`src/rop_bus_pkg.sv`:
```
/*
 * Bus-level types shared by the co-processor datapath and its memory port.
 * Unit results and memory request/response bundles travel as packed structs.
 */
package rop_bus_pkg;

    // ------------------------------
    // Plain vector types
    // ------------------------------
    typedef logic [31:0] word_t;    // Register / data word
    typedef logic [31:0] addr_t;    // Byte address
    typedef logic [4:0]  reg_idx_t; // GPR index
    typedef logic [63:0] rand_t;    // PRNG output
    typedef logic [3:0]  ben_t;     // Byte lane enables

    // ------------------------------
    // Memory port bundles
    // ------------------------------

    // Driven by the memory unit, flattened at the top level
    typedef struct packed {
        logic  cen;   // Transfer pending while high
        logic  wen;   // Store
        ben_t  ben;   // One-hot byte lane
        addr_t addr;  // Word aligned
        word_t wdata; // Store data, unshifted
    } mem_req_t;

    // Comes back from the memory
    typedef struct packed {
        logic  stall; // Hold, nothing completes
        logic  error; // Ends the transfer
        word_t rdata;
    } mem_rsp_t;

    // Each execution unit reports to writeback with this
    typedef struct packed {
        logic  valid; // Unit owns the current instruction
        logic  done;  // Result ready this cycle
        word_t data;
    } unit_res_t;

endpackage

```
`src/rop_isa_pkg.sv`:
```
/*
 * Encodings of the custom byte-addressable instruction set and the decoded form
 * handed from the decoder to the execution units and writeback.
 */
package rop_isa_pkg;

    typedef logic [6:0] opcode_t;
    typedef logic [2:0] funct3_t;
    typedef logic [6:0] funct7_t;
    typedef logic [2:0] wb_mode_t; // Destination byte / whole-word select

    // Custom-1 major opcode
    localparam opcode_t ISE_OPCODE = 7'b0101011;

    // ------------------------------
    // funct3 space
    // ------------------------------
    localparam funct3_t F3_SB_B  = 3'b000;
    localparam funct3_t F3_R     = 3'b001; // Logic ops, f7 selects
    localparam funct3_t F3_LB_B  = 3'b010;
    localparam funct3_t F3_LB_BK = 3'b011;

    // funct7 for R-type, bit 0 marks the K form
    localparam funct7_t F7_XOR_RB  = 7'b0000000;
    localparam funct7_t F7_XOR_RBK = 7'b0000001;
    localparam funct7_t F7_AND_RB  = 7'b0000010;
    localparam funct7_t F7_AND_RBK = 7'b0000011;
    localparam funct7_t F7_OR_RB   = 7'b0000100;
    localparam funct7_t F7_OR_RBK  = 7'b0000101;

    // Whole-word writeback, as opposed to {0, byte index}
    localparam wb_mode_t WB_WORD = 3'b100;

    typedef enum logic [1:0] {
        LOP_NONE,
        LOP_XOR,
        LOP_AND,
        LOP_OR
    } logic_op_e;

    typedef enum logic [1:0] {
        MEM_NONE,
        MEM_LOAD,
        MEM_STORE
    } mem_op_e;

    // Decoder output, one per offered instruction
    typedef struct packed {
        logic                 accept;    // One of the nine encodings
        logic_op_e            logic_op;
        mem_op_e              mem_op;
        logic                 rand_keep; // K forms, whole word written back
        logic                 is_store;
        rop_bus_pkg::reg_idx_t rd;
        rop_bus_pkg::word_t    offset;   // Sign-extended S or I immediate
    } dec_instr_t;

endpackage

```
`src/rop_arith_unit.sv`:
```
/*
 * Padded byte logic unit. Operand low bytes come from the registers, the upper
 * 24 bits from the PRNG. Result is ready in the request cycle.
 */
`timescale 1ns/10ps

module rop_arith_unit (
    input  rop_isa_pkg::dec_instr_t dec,
    input  rop_bus_pkg::word_t      rs1,
    input  rop_bus_pkg::word_t      rs2,
    input  rop_bus_pkg::rand_t      rnd,
    output rop_bus_pkg::unit_res_t  res
);

    rop_bus_pkg::word_t lhs;
    rop_bus_pkg::word_t rhs;
    rop_bus_pkg::word_t result;

    // ------------------------------
    // Operand padding
    // ------------------------------
    assign lhs = {rnd[31:8],  rs1[7:0]}; // Separate PRNG slices
    assign rhs = {rnd[55:32], rs2[7:0]}; // so the pads differ

    // Whole word is computed, pad bits mask the real byte's neighbours
    always_comb begin
        case (dec.logic_op)
            rop_isa_pkg::LOP_XOR: result = lhs ^ rhs;
            rop_isa_pkg::LOP_AND: result = lhs & rhs;
            rop_isa_pkg::LOP_OR:  result = lhs | rhs;
            default:              result = '0;
        endcase
    end

    // ------------------------------
    // Report to writeback
    // ------------------------------
    always_comb begin
        res.valid = (dec.logic_op != rop_isa_pkg::LOP_NONE);
        res.done  = res.valid; // Zero latency
        res.data  = result;
    end

endmodule

```
`src/rop_ba_cop.sv`:
```
/*
 * Random operand padded, byte addressable co-processor top level. The cop_*
 * inputs must stay stable from cop_req until cop_rsp.
 */
`timescale 1ns/10ps

module rop_ba_cop #(
    parameter rop_bus_pkg::rand_t PRNG_SEED = 64'h5A3C_96E1_0F7B_24D8
) (
    input  logic                  clk,
    output logic                  clk_req,          // Clock wanted while busy
    input  logic                  rst_n,

    input  logic                  cop_req,
    output logic                  cop_acc,
    output logic                  cop_rsp,
    input  rop_bus_pkg::word_t    cop_instr_in,
    input  rop_bus_pkg::word_t    cop_rs1,
    input  rop_bus_pkg::word_t    cop_rs2,

    output logic [2:0]            cop_rd_byte,      // Byte index or whole word
    output rop_bus_pkg::reg_idx_t cop_rd,
    output rop_bus_pkg::word_t    cop_wdata,
    output logic                  cop_wen,

    output logic                  cop_mem_ld_error,
    output logic                  cop_mem_st_error,

    output logic                  cop_mem_cen,
    input  logic                  cop_mem_stall,
    input  logic                  cop_mem_error,
    output logic                  cop_mem_wen,
    output rop_bus_pkg::ben_t     cop_mem_ben,
    output rop_bus_pkg::word_t    cop_mem_wdata,
    input  rop_bus_pkg::word_t    cop_mem_rdata,
    output rop_bus_pkg::addr_t    cop_mem_addr
);

    rop_isa_pkg::dec_instr_t dec;
    rop_bus_pkg::rand_t      prng_out;
    rop_bus_pkg::unit_res_t  arith_res;
    rop_bus_pkg::unit_res_t  mem_res;
    rop_bus_pkg::mem_req_t   mem_req;
    rop_bus_pkg::mem_rsp_t   mem_rsp;

    assign clk_req = cop_req; // No gating logic of our own

    // ------------------------------
    // Memory pin packing
    // ------------------------------
    assign mem_rsp       = '{stall: cop_mem_stall, error: cop_mem_error, rdata: cop_mem_rdata};
    assign cop_mem_cen   = mem_req.cen;
    assign cop_mem_wen   = mem_req.wen;
    assign cop_mem_ben   = mem_req.ben;
    assign cop_mem_addr  = mem_req.addr;
    assign cop_mem_wdata = mem_req.wdata;

    // ------------------------------
    // Decode and padding source
    // ------------------------------
    rop_decode u_decode (
        .cop_req (cop_req),
        .instr   (cop_instr_in),
        .dec     (dec),
        .cop_acc (cop_acc)
    );

    rop_prng #(
        .PRNG_SEED (PRNG_SEED)
    ) u_prng (
        .clk        (clk),
        .rst_n      (rst_n),
        .rng_random (prng_out)
    );

    // ------------------------------
    // Execution units, in parallel
    // ------------------------------
    rop_arith_unit u_arith (
        .dec (dec),
        .rs1 (cop_rs1),
        .rs2 (cop_rs2),
        .rnd (prng_out),
        .res (arith_res)
    );

    rop_mem_unit u_mem (
        .dec      (dec),
        .rs1      (cop_rs1),
        .rs2      (cop_rs2),
        .mem_req  (mem_req),
        .mem_rsp  (mem_rsp),
        .res      (mem_res),
        .ld_error (cop_mem_ld_error),
        .st_error (cop_mem_st_error)
    );

    // Result merge and register write
    rop_writeback u_wb (
        .dec         (dec),
        .arith_res   (arith_res),
        .mem_res     (mem_res),
        .cop_rsp     (cop_rsp),
        .cop_wen     (cop_wen),
        .cop_wdata   (cop_wdata),
        .cop_rd      (cop_rd),
        .cop_rd_byte (cop_rd_byte)
    );

endmodule

```
`src/rop_decode.sv`:
```
/*
 * Instruction decoder. Fully combinational, gated by cop_req so that an idle
 * interface decodes to no operation and no accept.
 */
`timescale 1ns/10ps

module rop_decode (
    input  logic                    cop_req,
    input  rop_bus_pkg::word_t      instr,
    output rop_isa_pkg::dec_instr_t dec,
    output logic                    cop_acc
);

    rop_isa_pkg::opcode_t opcode;
    rop_isa_pkg::funct3_t f3;
    rop_isa_pkg::funct7_t f7;
    rop_bus_pkg::word_t   s_imm;
    rop_bus_pkg::word_t   i_imm;
    logic                 in_ise;

    // ------------------------------
    // Field extraction
    // ------------------------------
    assign opcode = instr[6:0];
    assign f3     = instr[14:12];
    assign f7     = instr[31:25];

    assign s_imm  = {{20{instr[31]}}, instr[31:25], instr[11:7]}; // Store form
    assign i_imm  = {{20{instr[31]}}, instr[31:20]};              // Load form

    assign in_ise = cop_req && (opcode == rop_isa_pkg::ISE_OPCODE);

    // ------------------------------
    // Operation decode
    // ------------------------------
    always_comb begin
        dec        = '0;
        dec.rd     = instr[11:7];
        dec.offset = i_imm;
        if (in_ise) begin
            case (f3)
                rop_isa_pkg::F3_SB_B: begin
                    dec.mem_op   = rop_isa_pkg::MEM_STORE;
                    dec.is_store = 1'b1;
                    dec.offset   = s_imm; // Split immediate
                end
                rop_isa_pkg::F3_LB_B: begin
                    dec.mem_op    = rop_isa_pkg::MEM_LOAD;
                end
                rop_isa_pkg::F3_LB_BK: begin
                    dec.mem_op    = rop_isa_pkg::MEM_LOAD;
                    dec.rand_keep = 1'b1;
                end
                rop_isa_pkg::F3_R: begin
                    case (f7)
                        rop_isa_pkg::F7_XOR_RB:  dec.logic_op = rop_isa_pkg::LOP_XOR;
                        rop_isa_pkg::F7_AND_RB:  dec.logic_op = rop_isa_pkg::LOP_AND;
                        rop_isa_pkg::F7_OR_RB:   dec.logic_op = rop_isa_pkg::LOP_OR;
                        rop_isa_pkg::F7_XOR_RBK: begin
                            dec.logic_op  = rop_isa_pkg::LOP_XOR;
                            dec.rand_keep = 1'b1;
                        end
                        rop_isa_pkg::F7_AND_RBK: begin
                            dec.logic_op  = rop_isa_pkg::LOP_AND;
                            dec.rand_keep = 1'b1;
                        end
                        rop_isa_pkg::F7_OR_RBK: begin
                            dec.logic_op  = rop_isa_pkg::LOP_OR;
                            dec.rand_keep = 1'b1;
                        end
                        default: ; // Unknown f7, stays NONE
                    endcase
                end
                default: ; // Unused f3 slots
            endcase
        end
        // Anything that selected a unit counts as accepted
        dec.accept = (dec.logic_op != rop_isa_pkg::LOP_NONE) ||
                     (dec.mem_op   != rop_isa_pkg::MEM_NONE);
    end

    assign cop_acc = dec.accept;

endmodule

```
`src/rop_mem_unit.sv`:
```
/*
 * Byte load/store unit. Forms the address, drives the chip-enable memory port
 * and flags completion once the memory stops stalling or reports an error.
 */
`timescale 1ns/10ps

module rop_mem_unit (
    input  rop_isa_pkg::dec_instr_t dec,
    input  rop_bus_pkg::word_t      rs1,
    input  rop_bus_pkg::word_t      rs2,
    output rop_bus_pkg::mem_req_t   mem_req,
    input  rop_bus_pkg::mem_rsp_t   mem_rsp,
    output rop_bus_pkg::unit_res_t  res,
    output logic                    ld_error,
    output logic                    st_error
);

    rop_bus_pkg::addr_t byte_addr;
    logic               mem_op;
    logic               done;

    assign byte_addr = rs1 + rop_bus_pkg::addr_t'(dec.offset); // Wraps, no carry out
    assign mem_op    = (dec.mem_op != rop_isa_pkg::MEM_NONE);

    // ------------------------------
    // Port drive
    // ------------------------------
    always_comb begin
        mem_req.cen   = mem_op;                   // Only for a real memory op
        mem_req.wen   = mem_op && dec.is_store;
        mem_req.ben   = rop_bus_pkg::ben_t'(4'b0001 << byte_addr[1:0]);
        mem_req.addr  = {byte_addr[31:2], 2'b00}; // Word aligned
        mem_req.wdata = rs2;
    end

    // First non-stalled cycle, or an error, ends the transfer
    assign done = mem_req.cen && (!mem_rsp.stall || mem_rsp.error);

    // ------------------------------
    // Completion and errors
    // ------------------------------
    always_comb begin
        res.valid = mem_op;
        res.done  = done;
        res.data  = mem_rsp.rdata;
    end

    assign ld_error = mem_req.cen && mem_rsp.error && !dec.is_store;
    assign st_error = mem_req.cen && mem_rsp.error &&  dec.is_store;

endmodule

```
`src/rop_prng.sv`:
```
/*
 * Free-running 64-bit Fibonacci LFSR supplying padding bits to the logic unit.
 * Loads the seed under reset, then steps on every clock.
 */
`timescale 1ns/10ps

module rop_prng #(
    parameter rop_bus_pkg::rand_t PRNG_SEED = 64'h5A3C_96E1_0F7B_24D8 // Must be non-zero
) (
    input  logic               clk,
    input  logic               rst_n,
    output rop_bus_pkg::rand_t rng_random
);

    rop_bus_pkg::rand_t lfsr_q;
    logic               feedback;

    // Taps 64, 63, 61, 60, maximal length
    assign feedback = lfsr_q[63] ^ lfsr_q[62] ^ lfsr_q[60] ^ lfsr_q[59];

    // ------------------------------
    // State
    // ------------------------------
    always_ff @(posedge clk) begin
        if (!rst_n) begin
            lfsr_q <= PRNG_SEED;                  // Seed load
        end else begin
            lfsr_q <= {lfsr_q[62:0], feedback};   // Shift in at the bottom
        end
    end

    assign rng_random = lfsr_q; // Whole register, consumer picks slices

endmodule

```
`src/rop_writeback.sv`:
```
/*
 * Merges the two unit results into the co-processor response and the register
 * write, including the byte / argument-register destination mapping.
 */
`timescale 1ns/10ps

module rop_writeback (
    input  rop_isa_pkg::dec_instr_t dec,
    input  rop_bus_pkg::unit_res_t  arith_res,
    input  rop_bus_pkg::unit_res_t  mem_res,
    output logic                    cop_rsp,
    output logic                    cop_wen,
    output rop_bus_pkg::word_t      cop_wdata,
    output rop_bus_pkg::reg_idx_t   cop_rd,
    output logic [2:0]              cop_rd_byte
);

    localparam rop_bus_pkg::reg_idx_t AREG_BASE = 5'd10; // a0 in the ABI

    rop_bus_pkg::reg_idx_t areg_rd;
    logic                  load_done;

    // ------------------------------
    // Response and write enable
    // ------------------------------
    assign load_done = mem_res.done && (dec.mem_op == rop_isa_pkg::MEM_LOAD);

    assign cop_rsp   = arith_res.done || mem_res.done;
    assign cop_wen   = (arith_res.valid && arith_res.done) || load_done; // Stores never write

    // Memory data wins whenever the memory unit owns the instruction
    assign cop_wdata = mem_res.valid ? mem_res.data : arith_res.data;

    // ------------------------------
    // Destination mapping
    // ------------------------------

    // K forms land on a0..a7
    assign areg_rd = AREG_BASE + rop_bus_pkg::reg_idx_t'(dec.rd[2:0]);

    always_comb begin
        if (dec.rand_keep) begin
            cop_rd      = areg_rd;
            cop_rd_byte = rop_isa_pkg::WB_WORD;   // Pad bits kept, whole word
        end else begin
            cop_rd      = dec.rd;
            cop_rd_byte = {1'b0, dec.rd[4:3]};    // Byte index from top of rd
        end
    end

endmodule

```
`config.mk`:
```
export PLATFORM = sky130hd
export DESIGN_NAME = rop_ba_cop
export DESIGN_NICKNAME = d
export VERILOG_FILES = /design/src/rop_bus_pkg.sv /design/src/rop_isa_pkg.sv /design/src/rop_arith_unit.sv /design/src/rop_ba_cop.sv /design/src/rop_decode.sv /design/src/rop_mem_unit.sv /design/src/rop_prng.sv /design/src/rop_writeback.sv
export SDC_FILE = /design/constraint.sdc
export NUM_CORES = 1
export LEC_CHECK = 0
export BUFFER_PORTS_ARGS = -buffer_cell sky130_fd_sc_hd__buf_2
export CORE_UTILIZATION = 45
export CTS_CLUSTER_DIAMETER = 40
export DETAILED_ROUTE_END_ITERATION = 8
export PLACE_DENSITY = 0.78
export SLEW_MARGIN = 25
export SYNTH_ARGS = -nofsm -noshare
export SYNTH_HDL_FRONTEND = slang
export SYNTH_HIERARCHICAL = 1
export SYNTH_SLANG_ARGS = --single-unit
```
`constraint.sdc`:
```
create_clock -name clk -period 5 [get_ports clk]
set_input_delay 1 -clock clk [delete_from_list [all_inputs] [get_ports clk]]
set_output_delay 1 -clock clk [all_outputs]
set_load 0.01 [all_outputs]
```
# Word-level counts from Yosys, hierarchy flattened
# Index checks and enable logic that the tools add are counted.
# W data, S select, Z words.
# word_totals
ff_bits	64
input_bits	133
out_inout_bits	116
wordCells	58
# op_classes
addsub	2
n_eq_ne	13
shift	1
n_mux	13
bitwise	6
n_reduce_logical	22
# ops
op	n
$pmux W32 S3	1
$add A32 B32 Y32	1
$and A32 B32 Y32	1
$mux W32	1
$or A32 B32 Y32	1
$xor A32 B32 Y32	1
$mux W5	3
$eq A7 B2 Y1 const B	2
$eq A7 B3 Y1 const B	2
$reduce_or A2 Y1	4
$eq A7 B1 Y1 const B	1
$eq A7 B6 Y1 const B	1
$logic_and A1 B1 Y1	7
$logic_not A7 Y1	1
$eq A3 B2 Y1 const B	2
$mux W6	1
$pmux W2 S3	1
$add A4 B3 Y5 const A	1
$eq A2 B1 Y1 const B	2
$eq A2 B2 Y1 const B	2
$logic_or A1 B1 Y1	4
$pmux W2 S2	1
$reduce_bool A2 Y1	2
$shl A1 B2 Y4 const A	1
other kinds (9)	13

# Depth between registers and ports, before layout
# depth
depth_word	9
ltp_mapped	13
depth_no_buf	13

# By module
# Netlist, hierarchy kept.
# modules_own_cells
mod	instances	cells_each	area_per_inst_um2	seq_area_each_um2
rop_mem_unit	1	331	2376.0	0.0
rop_arith_unit	1	242	1773.0	0.0
rop_prng	1	137	1739.2	1281.2
rop_writeback	1	51	658.1	0.0
rop_decode	1	58	460.4	0.0
rop_ba_cop	1	1	7.5	0.0

# Worst setup path before layout
# OpenSTA, ideal clock, no wires.
# synth_timing
path_type	in2out
from	input port cop_instr_in[13]
to	output port cop_mem_addr[24]
arrival_ns	3.647
required_time_ns	4.000
slack_ns	0.353
cell_stages	13
path_buffers	0
path_cell_list	or2_4 > nor4_4 > mux2_2 > ha_1 > inv_1 > fa_1 > nor2b_1 > o2111ai_1 > a21oi_1 > a31oi_1 > o21bai_1 > and4_1 > nor3_1
# synth_lines
element	line_no	rtl
from (decl)	rop_ba_cop.sv:17	input rop_bus_pkg::word_t cop_instr_in,
to (decl)	rop_ba_cop.sv:36	output rop_bus_pkg::addr_t cop_mem_addr

==> impl_metrics.yaml <==
critical_path:
  cp-start-kind: "input port"
  cp_slowest_cell: "nor4_4"
  path_delay_family: "compound AO/OA/AOI/OAI gates"
  reg2reg_to: "u_prng/rng_random[0]"
  crit_type: "input port to output pin"
  reg2regPathDepth: 3
  worstSetupEndpoint: "cop_mem_addr[19]"
  reg2reg_setup_slack_ns: 4.14
  crit_buf_inv: 4
  regToRegStartpoint: "u_prng/rng_random[59]"
  cp_max_fo: 4
  critPathLaunch: "cop_instr_in[12]"
  cp_common_cell: "buf_6"
  cp-end-kind: "output pin"
  cp_data_required_time_ns: 4.00
  slowest_delay_ns: 0.33
  cp.depth: 15
  cp.arrival_ns: 3.95
  cp_cell_sequence: "buf_6, or2_4, nor4_4, buf_4, mux2_4, ha_4, a21o_1, a22oi_1, a21boi_4, o31ai_4, buf_6, a21oi_4, o21ai_2, xnor2_1, buf_2"
timing:
  finalHoldViolCount: 0
  finClkSkew_ns: 0.006219
  setup_viol: 0
  rsz0062_at_grt: "yes"
  hold_ws_ns: 0.4134
  fin_crit_sh_pct: 99.01
  fin_ws_ns: 0.04934
  worst_pin_slew_ns: 0.9124
  maxSlewViolCount: 0
  slew_headroom_pct: 39.18
  min_period_ns: 4.951
  fmax_mhz: 202.0
min_path:
  min_path_type: "flip-flop to flip-flop"
clock_tree:
  clkLatencyLatePin_ns: 0.32
  cts-root-buf: "clkbuf_16"
  cts_tree: "built"
  clk_pin_slew_worst_paths_ns: 0.05
  h-tree-depth: 3
  hold_buffers: 0
  cts_sinks: 64
  clockBufferDepth: 2
  cts_buffers: 9
power:
  switchingPower_mw: 0.5330
  swShare_pct: 29.95
  finalPower_mw: 1.780
  p_per_area_nw_per_um2: 222.5
  peakVddDrop_mv: 0.1602
  leakage_nw: 4.131
  p_int_mw: 1.247
  power_frac_seq_pct: 31.4
  clkPwrFrac_pct: 36.2
  pwr-share-comb_pct: 32.4
placed_design:
  gp_congestion: 0.9038
  place_area_um2: 7378
  io_buffers: 193
  post-place-ws_ns: -0.1643
  dp_hpwl_um: 11700
final_layout:
  area_growth_pct: 14.14
  final_util_pct: 52.61
  layout.nets: 1146
  largest_reg_flops: 64
  final_cell_area_um2: 7998
  drive_above_1_share_pct: 34.78
  fill_cells: 1353
floorplan:
  start_util_pct: 46.09
  dieArea_um2: 16070
  die_w_um: 126.8
  coreArea_um2: 15200
  die_h_um: 126.8
  rows: 45
  io_pins: 249
global_routing:
  antenna_found_initial: 2
  grt_pass1_vias: 5195
  grt_first_pass_wirelength_um: 24560
  grt_max_degree: 65
  grt.total_usage_pct: 18.84
  gr-total-overflow: 0
routing:
  drcViolationCount: 0
  vias: 5663
  ant_nets: 0
  drt_iter0_drc: 302
  routedWlPerCell_um: 14.06
  firstDrtPassIters: 4
  routed_wl_um: 15600
  routed_via_density: 5.106
yosys:
  syn_inst: 819
  syn_area_per_cell_um2: 8.555
  synth_area_um2: 7007
  synth_warnings: 6
run:
  cap_violations: 0
status:
  outcome: "finished clean"
[power groups by stage]
stage	clock network (mW)	registers (mW)	logic, mW
after floorplan	0	0.564	0.406
after global placement	0	0.569	0.515
after detailed placement	0	0.570	0.526
after CTS	0.655	0.560	0.538
after global routing	0.684	0.563	0.632
final	0.644	0.559	0.576
[metrics by stage]
| step | instances | TNS [ns] |
|---|---|---|
| global route | 1108 | -0.1893 |
| floorplan | 820 | 0 |
| detailed placement | 1090 | -0.7266 |
| finish | 1109 | 0 |
| global placement | 1090 | -0.1588 |
| CTS | 1106 | 0 |
[timing repair]
action	in CTS	in global routing
pin swaps	1	28
gates resized for setup	8	45
buffers inserted	0	2
endpoints found under the setup margin	15	17
[worst register-to-register path, delay by kind of cell (launching register included)]
kind	cells	cell delay (ns)
and+or+nand+nor	1	0.15
DFF	1	0.31
xor gates and xnor gates	2	0.29
[routing by layer]
layer  up-vias  track usage, %  wire length [um]
li1       2841               -                 -
met2       167           33.08              7690
met4         2           4.062               153
met3        18           3.922               761
met5         -               0                13
met1      2635           23.67              6978
[cell type report]
type	instances	area (um2)	area share (%)
Clock buffer	14	284.0	3.551
Sequential cell	64	1281	16.02
Clock inverter	2	35.03	0.4380
Timing Repair Buffer	220	1210	15.13
Multi-Input combinational cell	536	4634	57.95
Inverter	84	315.3	3.942
Antenna cell	1	2.502	0.03129
Tap cell	188	235.2	2.941
[cells in the final DEF (no fill, tap or decap), types with 4 or more instances in the layout]
cell type,count
buf_2,191
ha_1,92
inv_1,83
dfxtp_1,64
a21oi_1,50
nor2_1,41
and2_1,37
mux2_4,35
nand2b_1,33
a22o_1,32
buf_4,24
nand2_1,24
xnor2_1,18
xor2_1,15
a21o_1,13
clkbuf_16,9
nand3_1,9
o21ai_0,8
mux2i_1,7
o21a_1,7
nand4_1,6
a21oi_2,6
a31oi_1,5
nor3_1,5
o21bai_1,5
ha_4,5
clkbuf_8,4
nor3b_1,4
nor2b_1,4
[how the worst min path moves through the flow]
stage / slack, ns / end / cells past startpoint / startpoint
floorplan: 0.38 / u_prng/rng_random[3] / 1 / u_prng/rng_random[2]
global placement: 0.39 / u_prng/rng_random[59] / 1 / u_prng/rng_random[58]
detailed placement: 0.40 / u_prng/rng_random[6] / 1 / u_prng/rng_random[5]
CTS: 0.42 / u_prng/rng_random[59] / 1 / u_prng/rng_random[58]
global route: 0.43 / u_prng/rng_random[59] / 1 / u_prng/rng_random[58]
finish: 0.41 / u_prng/rng_random[59] / 1 / u_prng/rng_random[58]
No activity file was read; power rests on OpenSTA's default activity.
